<file path="src/soc_pkg.sv">
package soc_pkg;

  // bus widths
  localparam int BUS_DATA_W = 32;
  localparam int BUS_ADDR_W = 32;
  localparam int BUS_SEL_W  = 4;
  localparam int BYTE_W     = 8;
  localparam int BYTE_OFS_W = 2;  // byte offset bits inside a word

  // shared RAM, word indexed
  localparam int RAM_ADDR_W = 10;  // 1k words, 4 KiB
  localparam int RAM_WORDS  = 2 ** RAM_ADDR_W;

  // address map
  localparam logic [BUS_ADDR_W-1:0] RAM_BASE  = 32'h0000_0000;
  localparam logic [BUS_ADDR_W-1:0] LED_ADDR  = 32'h8000_0000;
  localparam logic [BUS_ADDR_W-1:0] KEYS_ADDR = 32'h8000_0004;

  // board I/O
  localparam int LED_W = 8;
  localparam int KEY_W = 2;

  // response timing
  localparam int KEY_SYNC_STAGES = 2;  // edges from key pin to readable value

  // one bus word, seen whole or as byte lanes
  typedef union packed {
    logic [BUS_DATA_W-1:0]            word;
    logic [BUS_SEL_W-1:0][BYTE_W-1:0] bytes;
  } bus_word_u;

endpackage

</file>
<file path="src/board_io_regs.sv">
`timescale 1ns/1ps

module board_io_regs
  import soc_pkg::*;
(
  input  logic                 clk,
  input  logic                 rst_n_i,

  input  logic                 io_stb_i,
  input  logic                 io_we_i,
  input  logic                 io_reg_sel_i,  // 1 selects keys
  input  logic [BUS_SEL_W-1:0] io_sel_i,
  input  bus_word_u            io_dat_i,
  output logic                 io_ack_o,
  output bus_word_u            io_dat_o,

  // board pins
  input  logic [KEY_W-1:0]     key_i,
  output logic [LED_W-1:0]     led_o
);

  logic [KEY_SYNC_STAGES-1:0][KEY_W-1:0] key_sync;
  logic [LED_W-1:0]                      led_q;
  bus_word_u                             rd_word;

  always_ff @(posedge clk or negedge rst_n_i)
  begin
    if (!rst_n_i)
    begin
      key_sync <= '0;
      led_q    <= '0;
      io_ack_o <= 1'b0;
    end
    else
    begin
      key_sync <= {key_sync[KEY_SYNC_STAGES-2:0], key_i};
      io_ack_o <= io_stb_i;
      // LED takes byte 0 only
      if (io_stb_i && io_we_i && !io_reg_sel_i && io_sel_i[0])
      begin
        led_q <= io_dat_i.bytes[0];
      end
    end
  end

  // read value, zeros above the register bits
  always_comb
  begin
    rd_word.word = '0;
    if (io_reg_sel_i)
    begin
      rd_word.word[KEY_W-1:0] = key_sync[KEY_SYNC_STAGES-1];
    end
    else
    begin
      rd_word.word[LED_W-1:0] = led_q;
    end
  end

  always_ff @(posedge clk)
  begin
    if (io_stb_i)
    begin
      io_dat_o <= rd_word;
    end
  end

  assign led_o = led_q;

endmodule

</file>
<file path="config.mk">
export PLATFORM = sky130hd
export DESIGN_NAME = board_io_regs
export DESIGN_NICKNAME = d
export VERILOG_FILES = /design/src/soc_pkg.sv /design/src/board_io_regs.sv
export SDC_FILE = /design/constraint.sdc
export NUM_CORES = 1
export LEC_CHECK = 0
export BUFFER_PORTS_ARGS = -buffer_cell sky130_fd_sc_hd__buf_2
export CAP_MARGIN = 10
export CELL_PAD_IN_SITES_DETAIL_PLACEMENT = 1
export CELL_PAD_IN_SITES_GLOBAL_PLACEMENT = 2
export CORE_UTILIZATION = 18
export DETAILED_ROUTE_END_ITERATION = 8
export PLACE_DENSITY_LB_ADDON = 0.1
export REMOVE_ABC_BUFFERS = 1
export SYNTH_ARGS = -nofsm -noshare
export SYNTH_HDL_FRONTEND = slang
export SYNTH_SLANG_ARGS = --single-unit
</file>
<file path="constraint.sdc">
create_clock -name clk -period 0.85 [get_ports clk]
set_input_delay 0.2125 -clock clk [delete_from_list [all_inputs] [get_ports clk]]
set_output_delay 0.2125 -clock clk [all_outputs]
set_load 0.01 [all_outputs]
</file>
# After elaboration in Yosys (flattened, before gate mapping)
# Index checks and enable logic that the tools add are counted.
# word_totals
latch_bits	0
mem_bits_ro	0
inputBits	43
register_bits	21
ramBits	0
output_inout_bits	41
n_memories	0
# op_classes
div	0
multipliers	0
shifts	0
order_cmp	0
reduce_logical	4
muxes	1
n_eq_ne	0
n_addsub	0
bitwise_logic	0
# ops
cell	count
$logic_and 1x1->1	3
$mux 2	1
$logic_not 1->1	1

# Longest topological paths before layout
# logic_depth
depth_word	3
ltp_mapped	2
depth_no_buf	2

# Worst setup path before layout
# No wires, ideal clock.
# synth_path
path_type	register to register
start	register led_q[0] (netlist: led_o[0])
end	register io_dat_o[0] (netlist bit) (data pin)
arrival_ns	0.652
stages_incl_launch_ff	2
period_less_slack_ns	0.912
setup_slack_ns	-0.062
setup_time_ns	0.260
required_ns	0.590
n_path_buf	0
path_cell_list	dfrtp_1 mux2_2
# synth_lines
item	line	text
from (decl)	board_io_regs.sv:23	logic [LED_W-1:0] led_q;
from (signal assigned)	board_io_regs.sv:41	led_q <= io_dat_i.bytes[0];
to (signal assigned)	board_io_regs.sv:64	io_dat_o <= rd_word;
to (decl)	board_io_regs.sv:15	output bus_word_u io_dat_o,

# Final worst setup path
# layout_path
start	register led_q[1] (netlist: led_o[1])
end	output led_o[1]
# layout_lines
item	line	text
to (decl)	board_io_regs.sv:19	output logic [LED_W-1:0] led_o
# No word-level cell between the ends.

==> flow_summary.rst <==
.. list-table::
   :header-rows: 1

   * - Metric
     - Value
   * - Die area
     - between 5000 and 6000 sq um
   * - RR Startpoint
     - led_o[1]
   * - 1st-pass router iterations
     - 4
   * - Post-place setup slack
     - -0.253 ns
   * - Deepest level of the CTS H-tree
     - 1
   * - Summed instance area of the synthesized netlist
     - 938 sq um
   * - GP Congestion
     - approximately 0.64
   * - Top cell type's share of synthesized area
     - 34.7%
   * - Top cells by area, synth
     - dfrtp_1, edfxtp_1, buf_4, mux2_2, and2b_2
   * - Most instantiated cells after synthesis
     - buf_4, dfrtp_1, mux2_2
   * - Clock slew at reported path FFs
     - 0.07 ns
   * - Io pins
     - 84
   * - PnR worst setup slack
     - -0.234 ns
   * - Maximum fanout along the worst path
     - 2
   * - Start point of the worst min-delay path
     - key_i[1]
   * - Count of antenna-violating nets left after detailed routing
     - 0
   * - Worst reg2reg path endpoint
     - io_dat_o[1]
   * - Worst setup path class
     - reg -> out
   * - Sequential-to-total area share from yosys stat
     - around 60%
   * - Crit share post-route
     - 127%
   * - Power density over the cells
     - 2010 nW/um^2
   * - Post-synthesis area per instance
     - 14.9 sq um
   * - Synth Register Bits
     - 21
   * - Number of pins exceeding their max-slew limit in the final report
     - 0
   * - Number of endpoints with negative hold slack in the final report
     - 0
   * - # DRC
     - 0
   * - Most common cell in the synthesized netlist
     - buf_4
   * - Largest net degree at the start of global routing
     - 14
   * - Fraction of power consumed by the clock network
     - 25.7%
   * - Number of placement rows
     - 25
   * - Total number of vias
     - 547
   * - Count of distinct cell types in the synthesized netlist
     - 7
   * - Most used flip-flop cell after synthesis
     - dfrtp_1
   * - Crit path largest cell delay
     - 0.39 ns
   * - Global-route total usage across every layer
     - 6.92%
   * - Die Span X
     - 74.2 um
   * - NetSw
     - 0.000637 W
   * - Global-route wire length before repair
     - 2700 um
   * - Core area
     - 4880 sq um
   * - Leakage power summed over all cells
     - slightly above 0.6 nW
   * - Share of synthesized registers carrying an async set or reset
     - 61.9%
   * - Average wire per cell in the routed design
     - 10.3 um
   * - Combinational group share of total power
     - roughly a quarter
   * - Starting density of the core
     - around a fifth
   * - Layout Nets
     - 151
   * - Number of buffers on the longest clock path
     - 2
   * - Worst EP required
     - 0.64 ns
   * - Warnings, synthesis
     - 0
   * - Antenna diode count
     - 0
   * - Clock latency at the later pin of the worst-skew pair
     - 0.25 ns
   * - Peak supply drop
     - between 0.0006 and 0.0007 V
   * - Largest area contributor in the synthesized netlist
     - dfrtp_1
   * - Antenna violations before repair
     - 0
   * - Per-cell via count in the routed design
     - 3.14
   * - RSZ-0062 raised after global routing
     - yes
   * - Aggregate global routing overflow
     - 0
   * - Layout-stage area growth over the synthesis result
     - 32.5%
   * - Y dimension of the die
     - 74.2 um
   * - Worst-path cell with the longest stage delay
     - dfrtp_1
   * - Clock Root Buffer
     - clkbuf_8
   * - Critical path, cell by cell
     - buf_6 -> buf_6
   * - Detailed Route Iter0 Violations
     - 15
   * - Final HPWL from detailed placement
     - approximately 1400 um
   * - Number of input and output port buffers inserted
     - 32
   * - Time the worst path needs with I/O delays and setup
     - 1.08 ns
   * - Final number of setup-violating endpoints
     - 24
   * - Instance count of the mapped netlist
     - 63
   * - Internal power
     - 0.00187 W
   * - EDFF count, synth
     - 8
   * - Final worst clock skew
     - 0.00138 ns
   * - Clock tree from TritonCTS
     - yes
   * - Detailed Route WL
     - 1790 um
   * - Cell type with the highest occurrence count on the critical path
     - buf_6
   * - Highest attainable clock frequency
     - 923 MHz
   * - Share of total power in sequential cells
     - about half
   * - Startpoint Class
     - flop
   * - Hold slack final
     - 0.0600 ns
   * - Fraction of layout instances using a drive strength above 1
     - 56.1%
   * - Run status
     - finished, violations left
   * - Max cap viols
     - 0
   * - Violated checks
     - setup timing
   * - Arrival time of the worst setup path
     - about 0.87 ns
   * - Worst hold path endpoint
     - key_sync[1]
   * - Worst Hold Class
     - in -> reg
   * - Crit end category
     - output pin
   * - Clock sink total
     - 21
   * - Total CTS buffers
     - 3
   * - Vias in the first global route
     - between 500 and 600
   * - Number of cells on the worst hold path
     - 1
   * - Net switching share of the total power
     - approximately 25%
   * - R2r worst-path depth
     - 2
   * - Reg2reg setup slack
     - -0.17 ns
==> cells by family (layout without fill, tap and decap cells) <==
kind of cell  count (synthesis)  after routing  share of synthesized area, %
other cells                   1             24                         0.400
buf+inv                      24             45                          19.2
mux                          10             10                          12.0
simple gates                  7              7                          8.13
flops                        21             21                          60.3
==> sequential cells by signal, indices dropped and copies added (netlist names) <==
register and cells:
led_o 8, io_dat_o 8, io_ack_o 1, key_sync 4
==> repair_timing <==
item,CTS,global route
endpoints found under the setup margin,19,26
endpoints found under the hold margin,13,0
buffers inserted,3,0
hold buffers,1,0
resized for setup,2,8
==> final cells by class <==
type,count,area (sq um)
Clock buffer,4,45.0
Fill cell,572,3640
Multi-Input combinational cell,41,287
Sequential cell,21,566
Tap cell,67,83.8
Timing Repair Buffer,41,263
==> worst max-delay path, delay by kind of cell, from the launching register on <==
kind | cells | cell delay, ns
buffers and inverters | 2 | 0.23
flip-flops | 1 | 0.39
==> worst max path at each step <==
stage,start,to,cells after the start,slack [ns]
after detailed placement,io_reg_sel_i,led_o[0],3,-0.25
after global routing,led_o[1],led_o[1],2,-0.27
after floorplan,led_o[0],io_dat_o[0],1,-0.06
after global placement,io_reg_sel_i,led_o[2],3,-0.24
after CTS,led_o[1],led_o[1],2,-0.25
final,led_o[1],led_o[1],2,-0.23
==> routing by layer <==
| layer | vias to the layer above | global-route usage [%] | wire [um] |
|---|---|---|---|
| li1 | 248 | - | - |
| met1 | 249 | 6.53 | 708 |
| met2 | 48 | 13.3 | 874 |
| met3 | 2 | 2.71 | 179 |
| met4 | 0 | 2.56 | 27 |
| met5 | - | 0 | 0 |
==> metrics by stage <==
step	utilization, %	power (W)	cells	setup TNS [ns]	instance area, sq um
after floorplan	-	0.00152	62	-0.124	845
after global placement	23.1	0.00176	166	-2.84	1130
after detailed placement	23.1	0.00177	166	-2.89	1130
after CTS	24.9	0.00252	174	-3.12	1210
after global routing	25.5	0.00268	174	-3.80	1240
final	25.5	0.00251	174	-2.76	1240
==> power groups by stage <==
| stage | Clock [W] | Sequential (W) | Combinational, W |
|---|---|---|---|
| floorplan | 0 | 0.00135 | 0.000175 |
| global placement | 0 | 0.00129 | 0.000470 |
| detailed placement | 0 | 0.00129 | 0.000480 |
| CTS | 0.000692 | 0.00127 | 0.000558 |
| global route | 0.000736 | 0.00129 | 0.000648 |
| finish | 0.000644 | 0.00127 | 0.000593 |
==> placed cells by master (no fill, tap or decap) <==
master         synthesis  routed
clkbuf_1               0       1
dfrtp_1               13      13
mux2_2                10       8
clkbuf_8               0       3
buf_4                 24       6
buf_6                  0       6
conb_1                 1      24
dlygate4sd3_1          0       1
mux2_4                 0       2
and2b_2                6       6
edfxtp_1               8       8
buf_2                  0      28
nand4b_4               1       1
Power figures use the tool's default switching activity.
