==> config.mk <==
export PLATFORM = sky130hd
export DESIGN_NAME = data_bus_decoder
export DESIGN_NICKNAME = d
export VERILOG_FILES = /design/src/soc_pkg.sv /design/src/data_bus_decoder.sv
export SDC_FILE = /design/constraint.sdc
export NUM_CORES = 1
export LEC_CHECK = 0
export BUFFER_PORTS_ARGS = -buffer_cell sky130_fd_sc_hd__buf_2
export CORE_AREA = 5 5 98 100
export CTS_CLUSTER_SIZE = 40
export DETAILED_ROUTE_END_ITERATION = 8
export DIE_AREA = 0 0 103 105
export HOLD_SLACK_MARGIN = 0.12
export SLEW_MARGIN = 20
export SYNTH_ARGS = -nofsm -noshare
export SYNTH_HDL_FRONTEND = slang
export SYNTH_SLANG_ARGS = --single-unit
==> constraint.sdc <==
create_clock -name clk -period 1.3 [get_ports clk]
set_input_delay 0 -clock clk [delete_from_list [all_inputs] [get_ports clk]]
set_output_delay 0 -clock clk [all_outputs]
set_load 0.005 [all_outputs]
==> src/soc_pkg.sv <==
package soc_pkg;

  // bus widths
  localparam int BUS_DATA_W = 32;
  localparam int BUS_ADDR_W = 32;
  localparam int BUS_SEL_W  = 4;
  localparam int BYTE_W     = 8;
  localparam int BYTE_OFS_W = 2;  // byte offset bits inside a word

  // shared RAM, word indexed
  localparam int RAM_ADDR_W = 10;  // 1k words, 4 KiB
  localparam int RAM_WORDS  = 2 ** RAM_ADDR_W;

  // address map
  localparam logic [BUS_ADDR_W-1:0] RAM_BASE  = 32'h0000_0000;
  localparam logic [BUS_ADDR_W-1:0] LED_ADDR  = 32'h8000_0000;
  localparam logic [BUS_ADDR_W-1:0] KEYS_ADDR = 32'h8000_0004;

  // board I/O
  localparam int LED_W = 8;
  localparam int KEY_W = 2;

  // response timing
  localparam int KEY_SYNC_STAGES = 2;  // edges from key pin to readable value

  // one bus word, seen whole or as byte lanes
  typedef union packed {
    logic [BUS_DATA_W-1:0]            word;
    logic [BUS_SEL_W-1:0][BYTE_W-1:0] bytes;
  } bus_word_u;

endpackage

==> src/data_bus_decoder.sv <==
`timescale 1ns/1ps

module data_bus_decoder
  import soc_pkg::*;
(
  input  logic                  clk,
  input  logic                  rst_n_i,

  // data port
  input  logic                  data_stb_i,
  input  logic                  data_we_i,
  input  logic [BUS_ADDR_W-1:0] data_adr_i,
  input  logic [BUS_SEL_W-1:0]  data_sel_i,
  input  bus_word_u             data_dat_i,
  output logic                  data_ack_o,
  output logic                  data_err_o,
  output bus_word_u             data_dat_o,

  // RAM port B
  output logic                  ram_stb_o,
  output logic                  ram_we_o,
  output logic [RAM_ADDR_W-1:0] ram_idx_o,
  output logic [BUS_SEL_W-1:0]  ram_sel_o,
  output bus_word_u             ram_dat_o,
  input  logic                  ram_ack_i,
  input  bus_word_u             ram_dat_i,

  // board I/O registers
  output logic                  io_stb_o,
  output logic                  io_we_o,
  output logic                  io_reg_sel_o,
  output logic [BUS_SEL_W-1:0]  io_sel_o,
  output bus_word_u             io_dat_o,
  input  logic                  io_ack_i,
  input  bus_word_u             io_dat_i
);

  localparam int HI_LSB = RAM_ADDR_W + BYTE_OFS_W;

  logic ram_hit;
  logic led_hit;
  logic keys_hit;
  logic io_ok;      // LED access or key read
  logic tgt_ram_q;
  logic tgt_io_q;
  logic rd_q;       // response carries read data
  logic err_q;

  assign ram_hit  = (data_adr_i[BUS_ADDR_W-1:HI_LSB] == RAM_BASE[BUS_ADDR_W-1:HI_LSB]);
  assign led_hit  = (data_adr_i[BUS_ADDR_W-1:BYTE_OFS_W] == LED_ADDR[BUS_ADDR_W-1:BYTE_OFS_W]);
  assign keys_hit = (data_adr_i[BUS_ADDR_W-1:BYTE_OFS_W] == KEYS_ADDR[BUS_ADDR_W-1:BYTE_OFS_W]);

  // keys are read only
  assign io_ok = led_hit | (keys_hit & ~data_we_i);

  // RAM request
  assign ram_stb_o = data_stb_i & ram_hit;
  assign ram_we_o  = data_we_i;
  assign ram_idx_o = data_adr_i[HI_LSB-1:BYTE_OFS_W];
  assign ram_sel_o = data_sel_i;
  assign ram_dat_o = data_dat_i;

  // I/O request
  assign io_stb_o     = data_stb_i & io_ok;
  assign io_we_o      = data_we_i;
  assign io_reg_sel_o = data_adr_i[BYTE_OFS_W];  // word 1 of the I/O block is keys
  assign io_sel_o     = data_sel_i;
  assign io_dat_o     = data_dat_i;

  // remember who answers next cycle
  always_ff @(posedge clk or negedge rst_n_i)
  begin
    if (!rst_n_i)
    begin
      tgt_ram_q <= 1'b0;
      tgt_io_q  <= 1'b0;
      rd_q      <= 1'b0;
      err_q     <= 1'b0;
    end
    else
    begin
      tgt_ram_q <= ram_stb_o;
      tgt_io_q  <= io_stb_o;
      rd_q      <= data_stb_i & ~data_we_i;
      err_q     <= data_stb_i & ~ram_hit & ~io_ok;  // unmapped or key write
    end
  end

  assign data_ack_o = (tgt_ram_q & ram_ack_i) | (tgt_io_q & io_ack_i);
  assign data_err_o = err_q;

  // read data from the recorded target, zero on writes
  always_comb
  begin
    data_dat_o.word = '0;
    if (rd_q)
    begin
      if (tgt_ram_q)
      begin
        data_dat_o = ram_dat_i;
      end
      else if (tgt_io_q)
      begin
        data_dat_o = io_dat_i;
      end
    end
  end

endmodule

# Word-level counts from Yosys, hierarchy flattened

Cells that the tools add are included.

Input bits: 138
Bits in registers: 4
Output and inout port bits: 121

Multiplexer cells: 3
Reduce and logical (&&, ||, !) cells: 1
Equal/unequal tests: 2
Bitwise gates (word level): 13

Operators by type and width:

| kind                                  | count |
|---|---|
| 2-to-1 mux 32 bit                     | 3 |
| == test 30 bit, second input constant | 2 |
| logical NOT 20 bit                    | 1 |
| AND 1 bit                             | 8 |
| inverter 1 bit                        | 3 |
| bitwise OR 1 bit                      | 2 |

# Longest topological paths before layout

Gate-level depths: netlist of the first run.

Depth after elaboration: 5
Mapped depth: 5

# Worst setup path before layout of the first run

OpenSTA, ideal clock, no wires.

Kind: flip-flop to output port
From: reg tgt_ram_q
To: out data_dat_o[15] in the netlist's numbering
Cell stages (with the launch flop): 6
Path buffers: 2
Slack: 333 ps
Arrival: 967 ps
Cell sequence: dfrtp_1 > buf_2 > nor2b_4 > buf_4 > a22oi_1 > nor2b_1

RTL lines:

| what                   | RTL line               | source |
|---|---|---|
| from (decl)            | data_bus_decoder.sv:44 | `logic tgt_ram_q;` |
| from (signal assigned) | data_bus_decoder.sv:82 | `tgt_ram_q <= ram_stb_o;` |
| to (decl)              | data_bus_decoder.sv:17 | `output bus_word_u data_dat_o,` |

==> results of run 1 <==
[power by group]
| group | switching (uW) | internal [uW] | total [uW] |
|---|---|---|---|
| Sequential | 0.727 | 129 | 129 |
| Combinational | 151 | 226 | 377 |
| Clock | 67.5 | 198 | 265 |
[sequential cells by signal, summed over array words and instances (netlist names)]
signal	flops
rd_q	1
tgt_ram_q	1
tgt_io_q	1
data_err_o	1
[final timing paths]
check                               start        endpoint  slack (ps)  cells past startpoint
max in group asynchronous         rst_n_i            rd_q         450                      3
setup / recovery                tgt_ram_q  data_dat_o[12]          -8                      5
min in group asynchronous         rst_n_i       tgt_ram_q         700                      3
hold / removal             data_adr_i[31]       tgt_ram_q          30                      2
[through the flow]
stage,TNS (ps),instances,util,total power [uW],area (um^2)
floorplan,0,186,-,379.0,1418
global placement,0,350,0.1919,362.8,1649
detailed placement,0,350,0.1919,367.8,1649
CTS,-121.0,394,0.2451,781.2,2106
global route,-1947,394,0.2451,823.5,2106
finish,-18.03,394,0.2451,771.0,2106
[cells by family after synthesis]
kind of cell	synth area share
buf+inv	0.4934
simple gates	0.2498
compound gates	0.1862
flops	0.07061
[Yosys cell counts, drive strengths merged]
master  instances  share of area
buf            92           0.48
nor2b          33           0.15
a22oi          31           0.16
nor4            8          0.070
dfrtp           4          0.071
nand2           4          0.011
clkbuf          3         0.0079
inv             2         0.0053
a22o            1         0.0062
a41oi           1         0.0062
and2            1         0.0044
nand3           1         0.0035
nand4           1         0.0044
nor2            1         0.0026
nor3            1         0.0035
o21ai           1         0.0035
o31a            1         0.0062
[layer usage]
layer	wire length [um]	track usage
met4	29	0.01388
met3	996	0.03398
met1	1708	0.07995
met5	0	0
met2	2742	0.1682
[timing repair]
item                                    4_1_cts  5_1_grt
endpoints found under the setup margin        9       32
hold endpoints to repair                     80        3
gates resized for setup                       1        0
[cell type report]
cell class / count / area [um^2] / share of cell area
tap: 108 / 135.1 / 0.06417
multi-input combinational: 85 / 623.1 / 0.2959
timing repair buffer: 192 / 1199 / 0.5692
clock buffer: 3 / 41.29 / 0.01961
sequential: 4 / 100.1 / 0.04753
inverter: 2 / 7.507 / 0.003565
[critical path: stages (launching register included)]
cell	delay [ps]
dfrtp_1	420
nor2b_4	150
buf_12	180
a22oi_1	90
nor2b_1	110
buf_2	130
==> run metrics, run 1 <==
status=finished, violations left; failing checks=negative setup slack; synthesized area per cell=~7.6 um^2; Hold WS=26.30 ps; Site Rows=34; first-pass GRT wire length=roughly 7.4 mm; Hold-fix buffers, CTS=41; clock tree from TritonCTS=done; Die Y=~110 um; Max Fclk=roughly 760 MHz; vias per inst=~4.0; sequential-to-total area share from yosys stat=0.07061; max_cap viols=0; crit path max fanout=31; Detailed Route Iter0 Violations=slightly above 40; Starting Density=0.1650; core area=0.008593 mm^2; antenna violations before repair=0; total number of vias=about 1,600; Port Buf Inserts=148; leading cell types in the layout, fill and taps excluded=buf_2, dlygate4sd3_1, nor2b_1; FILL cells=just over 900; # diodes=0; pin count of the biggest net entering global routing=35; unrepaired setup endpoints after global routing=yes; Detailed Routing Iterations Pass 1=4; Peak VDD IR=a little under 0.0002 V; synthesis-stage register bit count=4; Final #Nets=426; critical path data required time=roughly 1300 ps; distinct cell type count after synthesis=21; CTS max path bufs=2; Root Driver=clkbuf_8; synthesized area=about 0.0014 mm^2; setup ws final=-8.429 ps; area grow syn2layout=48.54%; DIE WIDTH=around 100 um; antenna-violating nets left=0; Relative slew margins=0.7106; die area=approximately 0.011 mm^2; Hold Fails Final Rpt=0; Tcrit/Tclk final=1.006; WP data arrival=1310 ps; Tmin final=roughly 1300 ps; startpoint types=flip-flop; Clock Pin Slew Worst Setup and Hold Paths=around 30 ps; I/O pin total=approximately 260; H-tree depth=1; fin. max-slew vios=0; worst slew pin tran=between 400 and 500 ps; Pwr Density=approximately 370 mW/mm^2; Avg WL per Cell=approximately 14 um; most common cell after layout, fill and taps aside=buf_2; share of cells above drive strength 1=0.5629; vias in the first global route=~1,600; DRC=0; Total Routing Usage GR=0.08469; CP Capture Type=output pin; syn nets=between 300 and 400; clk sinks=4; Syn Inst Count=roughly 190; DPL Wire Length=between 4 and 5 mm; CTS buffer count=3; GPL Wtd Cong=roughly 0.69; Final Setup Violations=5; Syn. warnings=0; Routed WL=about 5.5 mm; pre-CTS setup slack=roughly 130 ps; grt ovf=0; postcts setup bufs=0; Pleak=roughly 0.00099 uW; worst min path class=in2reg; Crit Path Category=reg2out
Power figures use the tool's default switching activity.
==> run 2, diff against run 1 <==
--- a/config.mk
+++ b/config.mk
@@ -6,11 +6,15 @@
 export NUM_CORES = 1
 export LEC_CHECK = 0
 export BUFFER_PORTS_ARGS = -buffer_cell sky130_fd_sc_hd__buf_2
-export CORE_AREA = 5 5 98 100
+export CELL_PAD_IN_SITES_DETAIL_PLACEMENT = 1
+export CELL_PAD_IN_SITES_GLOBAL_PLACEMENT = 1
+export CORE_MARGIN = 5
+export CORE_UTILIZATION = 15
+export CTS_CLUSTER_DIAMETER = 150
 export CTS_CLUSTER_SIZE = 40
 export DETAILED_ROUTE_END_ITERATION = 8
-export DIE_AREA = 0 0 103 105
 export HOLD_SLACK_MARGIN = 0.12
+export PLACE_DENSITY_LB_ADDON = 0.1
 export SLEW_MARGIN = 20
 export SYNTH_ARGS = -nofsm -noshare
 export SYNTH_HDL_FRONTEND = slang
==> run 2 against run 1 <==
Against the previous run:
- the run still ends with negative setup slack left
- non-clock buffer count rose by 1
- via count is 2.0% higher
- sequential power about the same
- wire length rose by 6.7%
- sequential share of layout area fell by 0.052 points
- global-route usage up 0.40 points
- largest power group unchanged
- core utilization shrank 1.2 points
- worst hold slack better by 110 ps
- first-iteration DRC count shrank 17%
==> run metrics, run 2 (synthesis results as in run 1) <==
Hold Fails Final Rpt=0 (unchanged); worst slew pin tran=269.0 ps (-161.2 ps); Die Y=107.2 um (+2.1%); first-pass GRT wire length=8.397 mm (+13%); Peak VDD IR=0.0001825 V (-6.6%); slowest CP cell=dfrtp_2; CTS max path bufs=2 (unchanged); antenna violations before repair=0 (unchanged); clock network power share=0.335 (-0.009); startpoint types=flip-flop; Root Driver=clkbuf_8; failing checks=negative setup slack; DIE WIDTH=107.2 um (+4.1%); Gate power share=0.494 (+0.006); WP data arrival=1310 ps (about the same); setup ws final=-11.53 ps (-3.099 ps); die area=0.01150 mm^2 (+6.3%); Final #Nets=427 (+0.23%); I/O pin total=259 (unchanged); vias per inst=3.856 (-3.4%); H-tree depth=1 (unchanged); Top delay family on crit path=flip-flops; Total Routing Usage GR=0.08874 (+0.004050); DPL Wire Length=4.464 mm (+8.5%); Starting Density=0.1534 (-0.01155); grt ovf=0 (unchanged); worst min path class=in2async; fin. max-slew vios=0 (unchanged); Detailed Route Iter0 Violations=34 (-17%); DRC=0 (unchanged); Relative slew margins=0.8192 (+0.1086); GPL Wtd Cong=0.6325 (-8.8%); Detailed Routing Iterations Pass 1=3 (-1); switching share of power=0.2719 (-0.01206); # diodes=0 (unchanged); Site Rows=35 (+2.9%); CP Capture Type=output pin; total number of vias=1,604 (+2.0%); area grow syn2layout=52.07%; pin count of the biggest net entering global routing=33 (-5.7%); Sequential Power Share=0.171 (+0.003); unrepaired setup endpoints after global routing=yes; Psw=207.0 uW (-5.5%); clock tree from TritonCTS=done; share of cells above drive strength 1=0.5784 (+0.01546); Slowest Stage Delay on Critical Path=420 ps (about the same); clk sinks=4 (unchanged); Max Fclk=762.5 MHz (-0.24%); vias in the first global route=1,666 (+7.5%); Routed WL=5.845 mm (+6.7%); most common cell after layout, fill and taps aside=buf_2; max_cap viols=0 (unchanged); core area=0.009240 mm^2 (+7.5%); antenna-violating nets left=0 (unchanged); Port Buf Inserts=148 (unchanged); critical path data required time=1300 ps (about the same); Pwr Density=353.1 mW/mm^2 (-3.6%); Clock Pin Slew Worst Setup and Hold Paths=30 ps (about the same); Pint=554.3 uW (+0.40%); Pleak=0.001007 uW (+1.3%); Tmin final=1312 ps (+3.099 ps); setup_tns=-24.58 ps (-6.552 ps); CTS buffer count=3 (unchanged); Crit Path Category=reg2out; worst-path cell chain=nor2b_4 > buf_12 > a22oi_1 > nor2b_1 > buf_2; Avg WL per Cell=14.05 um (+1.1%); crit path max fanout=31 (unchanged); status=finished, violations left; leading cell types in the layout, fill and taps excluded=buf_2, dlygate4sd3_1, nor2b_1; worst path bufs/invs=2 (unchanged); fin util=0.2333 (-0.01174); Final Setup Violations=4 (-1); Tcrit/Tclk final=1.009 (+0.002384)
==> run 2: worst max-delay path by stage <==
stage                                end  cells past startpoint       from  slack [ps]
after floorplan           data_dat_o[15]                      5  tgt_ram_q         330
after global placement    data_dat_o[14]                      4  tgt_ram_q         150
after detailed placement  data_dat_o[14]                      4  tgt_ram_q         140
after CTS                 data_dat_o[14]                      5  tgt_ram_q         -50
after global routing      data_dat_o[19]                      5  tgt_ram_q        -120
final                     data_dat_o[14]                      5  tgt_ram_q         -10
==> run 2: routing by layer <==
| metal | vias up | part of all wire | GRT usage |
|---|---|---|---|
| met5 | - | 0 | 0 |
| met4 | 0 | 0.0058 | 0.01918 |
| met3 | 2 | 0.12 | 0.02408 |
| met2 | 123 | 0.51 | 0.1640 |
| met1 | 725 | 0.36 | 0.1010 |
| li1 | 754 | - | - |
==> run 2: repair_timing <==
item	CTS	global route
hold buffers	40	1
pin swaps	0	0
hold endpoints to repair	80	1
setup endpoints to repair	29	34
buffers inserted	0	0
resized for setup	1	7
==> run 2: layout make-up <==
class / instances / area (um^2)
tap: 129 / 161.4
inverter: 2 / 7.507
multi-input combinational: 85 / 639.4
timing repair buffer: 193 / 1205
sequential: 4 / 101.3
fill: 1143 / 7084
clock buffer: 3 / 41.29
==> run 2: power by group through the flow <==
stage	registers [uW]	logic, uW	clock network (uW)
CTS	130	381	268
floorplan	132	247	0
global placement	132	238	0
finish	130	376	255
detailed placement	132	242	0
global route	131	418	274
==> run 2: metrics by stage <==
stage	cell area, um^2	hold WS, ps	cells	total power [uW]	setup slack (ps)
after floorplan	1418	-295.6	186	379.0	333.0
after global placement	1683	-190.6	372	369.5	153.5
after detailed placement	1683	-191.0	372	373.6	143.6
after CTS	2128	8.769	415	778.4	-52.64
after global routing	2156	143.4	416	822.8	-115.5
final	2156	131.8	416	761.3	-11.53
