$ cat src/soc_pkg.sv
package soc_pkg;

  // bus widths
  localparam int BUS_DATA_W = 32;
  localparam int BUS_ADDR_W = 32;
  localparam int BUS_SEL_W  = 4;
  localparam int BYTE_W     = 8;
  localparam int BYTE_OFS_W = 2;  // byte offset bits inside a word

  // shared RAM, word indexed
  localparam int RAM_ADDR_W = 10;  // 1k words, 4 KiB
  localparam int RAM_WORDS  = 2 ** RAM_ADDR_W;

  // address map
  localparam logic [BUS_ADDR_W-1:0] RAM_BASE  = 32'h0000_0000;
  localparam logic [BUS_ADDR_W-1:0] LED_ADDR  = 32'h8000_0000;
  localparam logic [BUS_ADDR_W-1:0] KEYS_ADDR = 32'h8000_0004;

  // board I/O
  localparam int LED_W = 8;
  localparam int KEY_W = 2;

  // response timing
  localparam int KEY_SYNC_STAGES = 2;  // edges from key pin to readable value

  // one bus word, seen whole or as byte lanes
  typedef union packed {
    logic [BUS_DATA_W-1:0]            word;
    logic [BUS_SEL_W-1:0][BYTE_W-1:0] bytes;
  } bus_word_u;

endpackage

$ cat src/inst_bus_decoder.sv
`timescale 1ns/1ps

module inst_bus_decoder
  import soc_pkg::*;
(
  input  logic                  clk,
  input  logic                  rst_n_i,

  // instruction port
  input  logic                  inst_stb_i,
  input  logic [BUS_ADDR_W-1:0] inst_adr_i,
  output logic                  inst_ack_o,
  output logic                  inst_err_o,
  output bus_word_u             inst_dat_o,

  // RAM port A
  output logic                  ram_stb_o,
  output logic [RAM_ADDR_W-1:0] ram_idx_o,
  input  logic                  ram_ack_i,
  input  bus_word_u             ram_dat_i
);

  localparam int HI_LSB = RAM_ADDR_W + BYTE_OFS_W;  // first bit above the RAM window

  logic ram_hit;
  logic err_q;

  // RAM window is all upper bits matching the base
  assign ram_hit = (inst_adr_i[BUS_ADDR_W-1:HI_LSB] == RAM_BASE[BUS_ADDR_W-1:HI_LSB]);

  assign ram_stb_o = inst_stb_i & ram_hit;
  assign ram_idx_o = inst_adr_i[HI_LSB-1:BYTE_OFS_W];  // word index

  // anything outside the RAM answers with err next cycle
  always_ff @(posedge clk or negedge rst_n_i)
  begin
    if (!rst_n_i)
    begin
      err_q <= 1'b0;
    end
    else
    begin
      err_q <= inst_stb_i & ~ram_hit;
    end
  end

  // RAM is the only target here
  assign inst_ack_o = ram_ack_i;
  assign inst_err_o = err_q;
  assign inst_dat_o = ram_dat_i;

endmodule

$ cat config.mk
export PLATFORM = sky130hd
export DESIGN_NAME = inst_bus_decoder
export DESIGN_NICKNAME = d
export VERILOG_FILES = /design/src/soc_pkg.sv /design/src/inst_bus_decoder.sv
export SDC_FILE = /design/constraint.sdc
export NUM_CORES = 1
export LEC_CHECK = 0
export BUFFER_PORTS_ARGS = -buffer_cell sky130_fd_sc_hd__buf_2
export CORE_UTILIZATION = 20
export CTS_BUF_LIST = sky130_fd_sc_hd__clkbuf_4 sky130_fd_sc_hd__clkbuf_8
export DETAILED_ROUTE_END_ITERATION = 10
export PLACE_DENSITY = 0.81
export SYNTH_ARGS = -nofsm -noshare
export SYNTH_HDL_FRONTEND = slang
export SYNTH_SLANG_ARGS = --single-unit
$ cat constraint.sdc
create_clock -name clk -period 0.8 [get_ports clk]
set_input_delay 0.04 -clock clk [delete_from_list [all_inputs] [get_ports clk]]
set_output_delay 0.04 -clock clk [all_outputs]
set_load 0.05 [all_outputs]
**Word level (Yosys, flattened, before mapping)**

Index checks and enable logic that the tools add are counted.

- Bits in registers: 1
- Input port bits: 68

- Bitwise gates (word level): 3
- Reductions and logical operators: 1

Operators by type and width:

| cell | count |
|---|---|
| 20-bit logical NOT | 1 |
| 1-bit bitwise AND | 2 |
| 1-bit NOT | 1 |

**Depth between registers and ports, before layout**

Gate-level depths: netlist (run 1).

- Depth after elaboration: 3
- Depth in mapped cells: 3
- Mapped depth without buffers: 3

**Worst setup path after synthesis (run 1)**

Ideal clock, no wire load.

- Kind: input-to-output
- Start point: in inst_adr_i[17]
- End point: out ram_stb_o
- Data arrival time: 932 ps
- Required time: 760 ps
- Path slack: -172 ps
- Cell stages on the path: 3
- Path through: nor4_1 and3_1 and4_1

- Word-level cells in the longest chain between the ends: 2

RTL lines:

| what | RTL line | RTL |
|---|---|---|
| from (decl) | inst_bus_decoder.sv:11 | `input logic [BUS_ADDR_W-1:0] inst_adr_i,` |
| 20-bit logical NOT | inst_bus_decoder.sv:29 | `assign ram_hit = (inst_adr_i[BUS_ADDR_W-1:HI_LSB] == RAM_BASE[BUS_ADDR_W-1:HI_LSB]);` |
| 1-bit bitwise AND | inst_bus_decoder.sv:31 | `assign ram_stb_o = inst_stb_i & ram_hit;` |
| to (decl) | inst_bus_decoder.sv:17 | `output logic ram_stb_o,` |

Every way passes these cells.

**Worst setup path in the final report (run 1)**

- Start point: in inst_adr_i[28]
- End point: out ram_stb_o

The elaborated chain is that of the path after synthesis.

==> results of run 1 <==
how the worst max path moves through the flow:
stage	start	end	slack, ns	cells after the start
final	inst_adr_i[28]	ram_stb_o	-0.21	5
after global routing	inst_adr_i[28]	ram_stb_o	-0.25	5
after CTS	inst_adr_i[14]	ram_stb_o	-0.23	5
after detailed placement	inst_adr_i[29]	ram_stb_o	-0.36	5
after global placement	inst_adr_i[29]	ram_stb_o	-0.36	5
after floorplan	inst_adr_i[17]	ram_stb_o	-0.002	3
stage by stage:
stage               area (µm²)  cells  setup TNS, ns  utilization, %  hold slack (ns)
floorplan                  407     53       -0.00152               -           -0.256
global placement           250     61         -0.463            13.9           -0.182
detailed placement         250     61         -0.534            13.9           -0.181
CTS                        352     62         -0.255            19.5           0.0803
global route               373     62         -0.323            20.7           0.0801
finish                     373     62         -0.228            20.7           0.0800
synthesized netlist by cell type:
cell type / number
nor4_1: 5
dfrtp_1: 1
and4_1: 1
buf_4: 43
a31oi_1: 1
inv_1: 1
and3_1: 1
logic make-up (layout without fill, tap and decap cells):
logic type | Yosys count | count (layout) | share of synthesized area (%)
AOI/OAI and AO/OA | 1 | 1 | 1.55
buffers and inverters | 44 | 28 | 80.8
DFF | 1 | 1 | 6.19
and+or+nand+nor | 7 | 7 | 11.5
worst max-delay path, cell delays in order:
cell	delay [ns]
buf_6	0.10
nor4_4	0.26
and3_4	0.22
and4_4	0.21
buf_8	0.14
power groups by stage:
stage | combinational (mW) | clock (mW) | sequential, mW
5_1_grt | 0.138 | 0 | 0.0549
6_report | 0.132 | 0 | 0.0544
3_5_place_dp | 0.0774 | 0 | 0.0544
3_3_place_gp | 0.0756 | 0 | 0.0545
2_1_floorplan | 0.586 | 0 | 0.0641
4_1_cts | 0.119 | 0 | 0.0544
what timing repair did:
action,in CTS,in global routing
gates resized for setup,15,3
endpoints found under the setup margin,2,2
hold buffers,1,0
hold endpoints to repair,1,0
pin swaps,3,5
area by class of cell:
class / instances / area (µm²) / share of cell area, %
Inverter: 1 / 3.75 / 1.01
Timing Repair Buffer: 27 / 186 / 50.0
Sequential cell: 1 / 25.0 / 6.71
Multi-Input combinational cell: 8 / 126 / 33.9
Tap cell: 25 / 31.3 / 8.39
cells in the final DEF (no fill, tap or decap):
cell | Yosys | routed
buf_2 | 0 | 18
buf_6 | 0 | 5
a31oi_1 | 1 | 1
dfrtp_1 | 1 | 1
buf_8 | 0 | 1
and3_4 | 0 | 1
nor4_4 | 0 | 4
dlygate4sd3_1 | 0 | 1
buf_4 | 43 | 2
and4_4 | 0 | 1
inv_1 | 1 | 1
nor4_2 | 0 | 1
per-layer routing:
layer / track usage, % / share of wire, % / routed length, µm / up-vias
met5: 0 / 0 / 0 / -
met4: 7.43 / 7.6 / 93 / 0
met3: 12.7 / 31 / 384 / 16
met2: 17.5 / 45 / 557 / 59
met1: 0.909 / 16 / 193 / 93
li1: - / - / - / 98
==> metrics.md, run 1 <==
| Metric | Value |
|---|---|
| Critical Path AT | `between 0.9 and 1 ns` |
| Die W | `47.0 µm` |
| Pint | `127 µW` |
| Routed Antenna Nets | `0` |
| CORE AREA | `1800 µm²` |
| Worst Path Required | `0.76 ns` |
| Largest register FFs | `1` |
| Distinct cells, synth | `7` |
| Final nets | `107` |
| Violations in the final reports | `setup timing` |
| Post-Syn Area per Cell | `7.63 µm²` |
| Switching power | `59.5 µW` |
| Place WS | `-0.363 ns` |
| Relative slew margins | `83.0%` |
| Sequential Power Share | `between 20% and 30%` |
| Number of fill cells | `198` |
| Leakage power | `0.161 nW` |
| All-Layer GR Usage | `8.86%` |
| First-pass GRT wire length | `roughly 1.4 mm` |
| Yosys top cell area share | `approximately 80%` |
| Power after layout | `around 190 µW` |
| Drt total wl | `roughly 1.2 mm` |
| DR iter-0 viols | `0` |
| Chip Height | `47.0 µm` |
| Sequential area share after synthesis | `approximately 6.2%` |
| Worst-Margin Slew | `0.253 ns` |
| TritonRoute pass-1 iters | `1` |
| Final setup vio count | `2` |
| Peak Freq | `0.989 GHz` |
| Vias per cell | `between 4 and 5` |
| Synthesis Warnings | `0` |
| Post-synth top area cell | `buf_4` |
| Register bit count reported by yosys | `1` |
| Worst vdd ir | `0.206 mV` |
| Worst setup SP type | `primary input` |
| Post-DP HPWL | `924 µm` |
| Unrepaired setup endpoints after global routing | `true` |
| Post CTS Setup Buffer Count | `0` |
| Worst setup EP type | `primary output` |
| # DRC | `0` |
| Hold Vio Cnt, Final | `0` |
| Min-Delay Endpoint | `inst_dat_o[28]` |
| WHS Path Cells | `0` |
| Die area | `2200 µm²` |
| Port Buf Inserts | `24` |
| Post-Syn Area | `404 µm²` |
| Via count | `266` |
| Setup CP Type | `in -> out` |
| Post-Syn Nets | `121` |
| Layout Area Growth over Synthesis | `-7.74%` |
| Gr ovfl total | `0` |
| Slew Limit Fails | `0` |
| Comb pwr share | `70.9%` |
| PwrDens | `501 nW/µm²` |
| Row Count | `15` |
| Initial Util | `22.4%` |
| Average wire per standard cell | `19.8 µm` |
| GPL Wtd Cong | `0.429` |
| Largest net degree at the start of global routing | `3` |
| Status | `complete, but fails checks` |
| HP Start | `ram_dat_i[28]` |
| Final period util | `126%` |
| HP Class | `in -> out` |
| Final Critical Period | `1.01 ns` |
| Max FO, Critical Path | `2` |
| Clock network power share | `0%` |
| Layout cells sized above 1 | `roughly nine tenths` |
| Final worst slack | `-0.211 ns` |
| Number of global-route vias before repair | `301` |
| Antenna fix cells | `0` |
| Area contributors post-synth | `buf_4 (80%), nor4_1 (7.7%), dfrtp_1 (6.2%)` |
| Synth Instances | `53` |
| I/O pins | `113` |
| Max Cap Viol | `0` |
| Switching Share | `31.8%` |
| Initial antenna violation count | `0` |
(Power assumes the default switching activity.)
==> inputs of run 2 (changes only) <==
--- a/config.mk
+++ b/config.mk
@@ -10,6 +10,7 @@
 export CTS_BUF_LIST = sky130_fd_sc_hd__clkbuf_4 sky130_fd_sc_hd__clkbuf_8
 export DETAILED_ROUTE_END_ITERATION = 10
 export PLACE_DENSITY = 0.81
+export SKIP_CTS_REPAIR_TIMING = 1
 export SYNTH_ARGS = -nofsm -noshare
 export SYNTH_HDL_FRONTEND = slang
 export SYNTH_SLANG_ARGS = --single-unit
==> run 2 against run 1 <==
First-iteration DRC count unchanged. Global-route usage fell by 1.5 points. Critical path type unchanged. Sequential share of layout area is 0.15 points lower. The run still ends with setup timing left. Final cell count unchanged. Fmax shrank 2.1%. Critical endpoint unchanged. Routed wire length decreased by 3.8%.
==> metrics.md, run 2 (synthesis results as in run 1) <==
| Metric | Value |
|---|---|
| WHS | `0.0800 ns` |
| Buffers plus inverters on the worst setup path | `2` |
| Layout cells sized above 1 | `89.2%` |
| Gr ovfl total | `0` |
| Relative slew margins | `83.3%` |
| Largest net degree at the start of global routing | `3` |
| Slew Limit Fails | `0` |
| Pint | `129 µW` |
| Dpl cells | `between 60 and 70` |
| Final nets | `107` |
| Via count | `269` |
| CORE AREA | `1800 µm²` |
| Final worst slack | `-0.233 ns` |
| Die W | `47.0 µm` |
| Initial Util | `about 22%` |
| Worst setup EP type | `primary output` |
| Average wire per standard cell | `19.1 µm` |
| Status | `complete, but fails checks` |
| Worst vdd ir | `0.212 mV` |
| Die area | `2200 µm²` |
| Final Critical Period | `1.03 ns` |
| Most frequent cells in the layout | `buf_2 (18), nor4_4 (5), buf_6 (5), buf_4 (2)` |
| Max Cap Viol | `0` |
| Layout Area Growth over Synthesis | `-5.57%` |
| Comb pwr share | `a little under three quarters` |
| Number of fill cells | `199` |
| DR iter-0 viols | `0` |
| Critical Path AT | `0.99 ns` |
| Total Negative Setup Slacks | `-0.262 ns` |
| Chip Height | `47.0 µm` |
| Final period util | `129%` |
| # DRC | `0` |
| Peak Freq | `between 0.9 and 1 GHz` |
| Final setup vio count | `2` |
| Setup CP Type | `in -> out` |
| Initial antenna violation count | `0` |
| Drt total wl | `1.18 mm` |
| Row Count | `15` |
| Clock network power share | `0%` |
| Port Buf Inserts | `24` |
| Hold Vio Cnt, Final | `0` |
| Unrepaired setup endpoints after global routing | `true` |
| Leakage power | `0.162 nW` |
| PwrDens | `~500 nW/µm²` |
| Vias per cell | `4.34` |
| All-Layer GR Usage | `7.37%` |
| Routed Antenna Nets | `0` |
| Switching Share | `32.6%` |
| Worst-Margin Slew | `0.249 ns` |
| Violations in the final reports | `setup timing` |
| Worst Path Required | `0.76 ns` |
| Switching power | `62.1 µW` |
| First-pass GRT wire length | `1.15 mm` |
| Antenna fix cells | `0` |
| HP Class | `in -> out` |
| Cell Chain, Critical Path | `buf_6, nor4_4, and3_4, and4_4, buf_8` |
| Number of global-route vias before repair | `260` |
| I/O pins | `113` |
| Slowest CP cell | `nor4_4` |
| Crit path largest cell delay | `0.27 ns` |
| CP delay by family, top | `simple AND/OR/NAND/NOR gates` |
| GPL Wtd Cong | `0.429` |
| Max FO, Critical Path | `2` |
| Post-DP HPWL | `924 µm` |
| TritonRoute pass-1 iters | `1` |
| Largest register FFs | `1` |
| Worst setup SP type | `primary input` |
| Most common cell after layout, fill and taps aside | `buf_2` |
| Sequential Power Share | `28.5%` |
| Final cell count without fillers | `62` |
-- run 2: cell counts in the layout (fill, tap and decap cells not counted) --
No cell type changed its count.
-- run 2: final cells by class --
| cell class | count | area [µm²] | share of cell area [%] |
|---|---|---|---|
| inverter | 1 | 3.75 | 0.984 |
| multi-input combinational | 8 | 135 | 35.4 |
| timing repair buffer | 27 | 186 | 48.9 |
| tap | 25 | 31.3 | 8.20 |
| sequential | 1 | 25.0 | 6.56 |
-- run 2: through the flow --
step                util [%]  setup slack (ns)  cell area, µm²  power [mW]
floorplan                  -          -0.00152             407       0.651
global placement        13.9            -0.363             250       0.130
detailed placement      13.9            -0.363             250       0.132
CTS                     13.9            -0.373             250       0.132
global route            21.2            -0.269             382       0.199
finish                  21.2            -0.233             382       0.191
-- run 2: path summary, 6_finish.rpt --
check | startpoint | endpoint | slack (ns) | depth (start not counted)
max | inst_adr_i[26] | ram_stb_o | -0.23 | 5
min | ram_dat_i[28] | inst_dat_o[28] | 0.08 | 0
max in group asynchronous | rst_n_i | inst_err_o | 0.35 | 2
min in group asynchronous | rst_n_i | inst_err_o | 0.36 | 2
-- run 2: power groups by stage --
stage          combinational, mW  clock, mW  sequential (mW)
2_1_floorplan              0.586          0           0.0641
3_3_place_gp              0.0756          0           0.0545
3_5_place_dp              0.0774          0           0.0544
4_1_cts                   0.0777          0           0.0544
5_1_grt                    0.144          0           0.0549
6_report                   0.136          0           0.0544
-- run 2: routing by layer --
metal / vias to the layer above / GRT usage, % / routed length, µm
li1: 98 / - / -
met1: 96 / 0 / 206
met2: 59 / 13.3 / 509
met3: 16 / 12.7 / 372
met4: 0 / 7.43 / 93
met5: - / 0 / 0
==> inputs of run 3 (changes only) <==
--- a/config.mk
+++ b/config.mk
@@ -5,11 +5,12 @@
 export SDC_FILE = /design/constraint.sdc
 export NUM_CORES = 1
 export LEC_CHECK = 0
+export ABC_AREA = 1
 export BUFFER_PORTS_ARGS = -buffer_cell sky130_fd_sc_hd__buf_2
-export CORE_UTILIZATION = 20
+export CORE_UTILIZATION = 21
 export CTS_BUF_LIST = sky130_fd_sc_hd__clkbuf_4 sky130_fd_sc_hd__clkbuf_8
 export DETAILED_ROUTE_END_ITERATION = 10
-export PLACE_DENSITY = 0.81
+export PLACE_DENSITY = 0.8
 export SKIP_CTS_REPAIR_TIMING = 1
 export SYNTH_ARGS = -nofsm -noshare
 export SYNTH_HDL_FRONTEND = slang
==> run 3 against run 2 <==
The run still ends with setup timing left. Global-route usage is 3.9 points lower. Sequential share of layout area is 0.53 points lower. Routed wire length is 28% lower. Final cell count is 21% higher. Setup slack better by 0.21 ns. First-iteration DRC count is 1 higher. Hold slack hardly changed. Flip-flop and latch count stayed put. Cell area is 8.9% higher. Utilization hardly changed.
==> metrics.md, run 3 <==
| Metric | Value |
|---|---|
| Sequential area share after synthesis | `~5.7%` |
| Post-DP HPWL | `531 µm` |
| Clock network power share | `0%` |
| Max Cap Viol | `0` |
| Area contributors post-synth | `buf_4 (74%), nor2_1 (10%), dfrtp_1 (5.7%)` |
| Post-synth ARST share | `100%` |
| Top routing layer in use | `met4` |
| Largest net degree at the start of global routing | `3` |
| All-Layer GR Usage | `3.46%` |
| Fin util | `21.2%` |
| Mux cell area share after synthesis | `0%` |
| Post-synth top area cell | `buf_4` |
| GPL Wtd Cong | `between 0.4 and 0.5` |
| DR iter-0 viols | `1` |
| TritonRoute pass-1 iters | `2` |
| DP Area | `around 280 µm²` |
| Status | `complete, but fails checks` |
| Post-route cell area | `415 µm²` |
| Synth Flop Type | `dfrtp_1` |
| Peak Freq | `1.21 GHz` |
| Yosys top cell area share | `approximately 74%` |
| Post-Syn Area per Cell | `6.62 µm²` |
| Simple-Gate Fraction of Synth Area | `18.6%` |
| Via count | `between 200 and 300` |
| Sequential Power Share | `a little over a quarter` |
| Most common cell in the synthesized netlist | `buf_4` |
| Worst-Margin Slew | `0.251 ns` |
| Adder-Cell Fraction of Synth Area | `0%` |
| I/O pins | `113` |
| Drt total wl | `856 µm` |
| HP Class | `in -> out` |
| Average wire per standard cell | `11.4 µm` |
| Worst path most repeated cell | `nor2_4` |
| # DRC | `0` |
| Antenna fix cells | `0` |
| Hold Vio Cnt, Final | `0` |
| Critical Path AT | `about 0.79 ns` |
| Initial antenna violation count | `0` |
| Final period util | `103%` |
| Final Critical Period | `0.827 ns` |
| Leakage power | `0.181 nW` |
| Slowest CP cell | `buf_8` |
| Final worst slack | `-0.0267 ns` |
| Layout cells sized above 1 | `79.2%` |
| Crit path largest cell delay | `0.15 ns` |
| Unrepaired setup endpoints after global routing | `true` |
| Leading cell types by count after synthesis | `buf_4 (43), nor2_1 (12), nand2_1 (5)` |
| Cell Chain, Critical Path | `buf_6, nor2_4, nand2_2, nor2_2, nand3_2, nor2_4, buf_8` |
| Worst Path Required | `around 0.76 ns` |
| Violations in the final reports | `setup timing` |
| Final nets | `~120` |
| Max FO, Critical Path | `2` |
| Switching Share | `slightly below 30%` |
| Slew Limit Fails | `0` |
| PwrDens | `496 nW/µm²` |
| Row Count | `16` |
| WHS | `roughly 0.08 ns` |
| Register bit count reported by yosys | `1` |
| Worst setup EP type | `primary output` |
| Die area | `2270 µm²` |
| Setup CP Type | `in -> out` |
| Vias per cell | `3.68` |
| Final setup vio count | `1` |
| Synthesis Warnings | `0` |
| Comb pwr share | `73.5%` |
| Most frequent cells in the layout | `buf_2 (13), buf_6 (10), nor2_4 (6), nor2_2 (5), nand2_1 (3)` |
| Largest family of logic cells by synthesized area | `buffers and inverters` |
| Post-Syn Nets | `134` |
| Worst vdd ir | `0.191 mV` |
| CP delay by family, top | `simple AND/OR/NAND/NOR gates` |
| Relative slew margins | `between 80 and 90%` |
| Switching power | `60.2 µW` |
| Post-Syn Area | `437 µm²` |
| Chip Height | `47.6 µm` |
| Distinct cells, synth | `8` |
| Number of fill cells | `212` |
| First-pass GRT wire length | `between 500 and 600 µm` |
| Met3 wire len | `182 µm` |
| Largest register FFs | `1` |
| Initial Util | `22.3%` |
| XOR/XNOR share of the synthesized area | `0%` |
| Worst setup SP type | `primary input` |
| Layout Area Growth over Synthesis | `-4.87%` |
| Routed Antenna Nets | `0` |
| Met2 wire length | `452 µm` |
| Power after layout | `206 µW` |
| Buffers plus inverters on the worst setup path | `2` |
| Compound-gate portion of the synthesized area | `0%` |
| Synth Instances | `66` |
| Post-synth EDFFs | `0` |
| Number of global-route vias before repair | `approximately 170` |
| DRT met1 WL | `approximately 220 µm` |
| Pint | `146 µW` |
| Most common cell after layout, fill and taps aside | `buf_2` |
| Die W | `47.6 µm` |
| Gr ovfl total | `0` |
| Port Buf Inserts | `24` |
| CORE AREA | `1960 µm²` |
## run 3: cell types whose count changed after synthesis, sizes merged
cell	previous run	this run
a31oi	1	0
and2	0	1
and3	1	0
and4	1	0
inv	1	2
nand2	0	5
nand3	0	1
nor2	0	13
nor4	5	0
## run 3: layout make-up
cell class | instances | area, µm² | share of cell area [%]
inverters | 2 | 7.51 | 1.81
multi-input cells | 20 | 146 | 35.2
flip-flops and latches | 1 | 25.0 | 6.02
repair buffers | 25 | 203 | 48.8
well taps | 27 | 33.8 | 8.13
## run 3: metrics by stage
step / setup TNS (ns) / std cells / setup WS [ns]
after floorplan: 0 / 66 / 0.0853
after global placement: -0.176 / 74 / -0.171
after detailed placement: -0.177 / 74 / -0.170
after CTS: -0.179 / 74 / -0.171
after global routing: -0.0893 / 75 / -0.0865
final: -0.0267 / 75 / -0.0267
## run 3: logic make-up after synthesis
group         after synthesis
flops                       1
buf+inv                    45
simple gates               20
## run 3: metal layers
metal	vias to the layer above	global-route usage, %
met5	-	0
met1	123	0.891
met4	0	2.22
met3	4	2.26
met2	31	8.49
li1	118	-
## run 3: power by group through the flow
| stage | clock (mW) | combinational [mW] | sequential (mW) |
|---|---|---|---|
| after floorplan | 0 | 0.598 | 0.0641 |
| after global placement | 0 | 0.0839 | 0.0544 |
| after detailed placement | 0 | 0.0847 | 0.0545 |
| after CTS | 0 | 0.0850 | 0.0545 |
| after global routing | 0 | 0.167 | 0.0550 |
| final | 0 | 0.152 | 0.0545 |
## run 3: path summary, 6_finish.rpt
check | startpoint | to | slack, ns | depth (start not counted)
max | inst_adr_i[20] | ram_stb_o | -0.03 | 7
min | ram_dat_i[23] | inst_dat_o[23] | 0.08 | 0
max in group asynchronous | rst_n_i | inst_err_o | 0.33 | 2
min in group asynchronous | rst_n_i | inst_err_o | 0.39 | 2
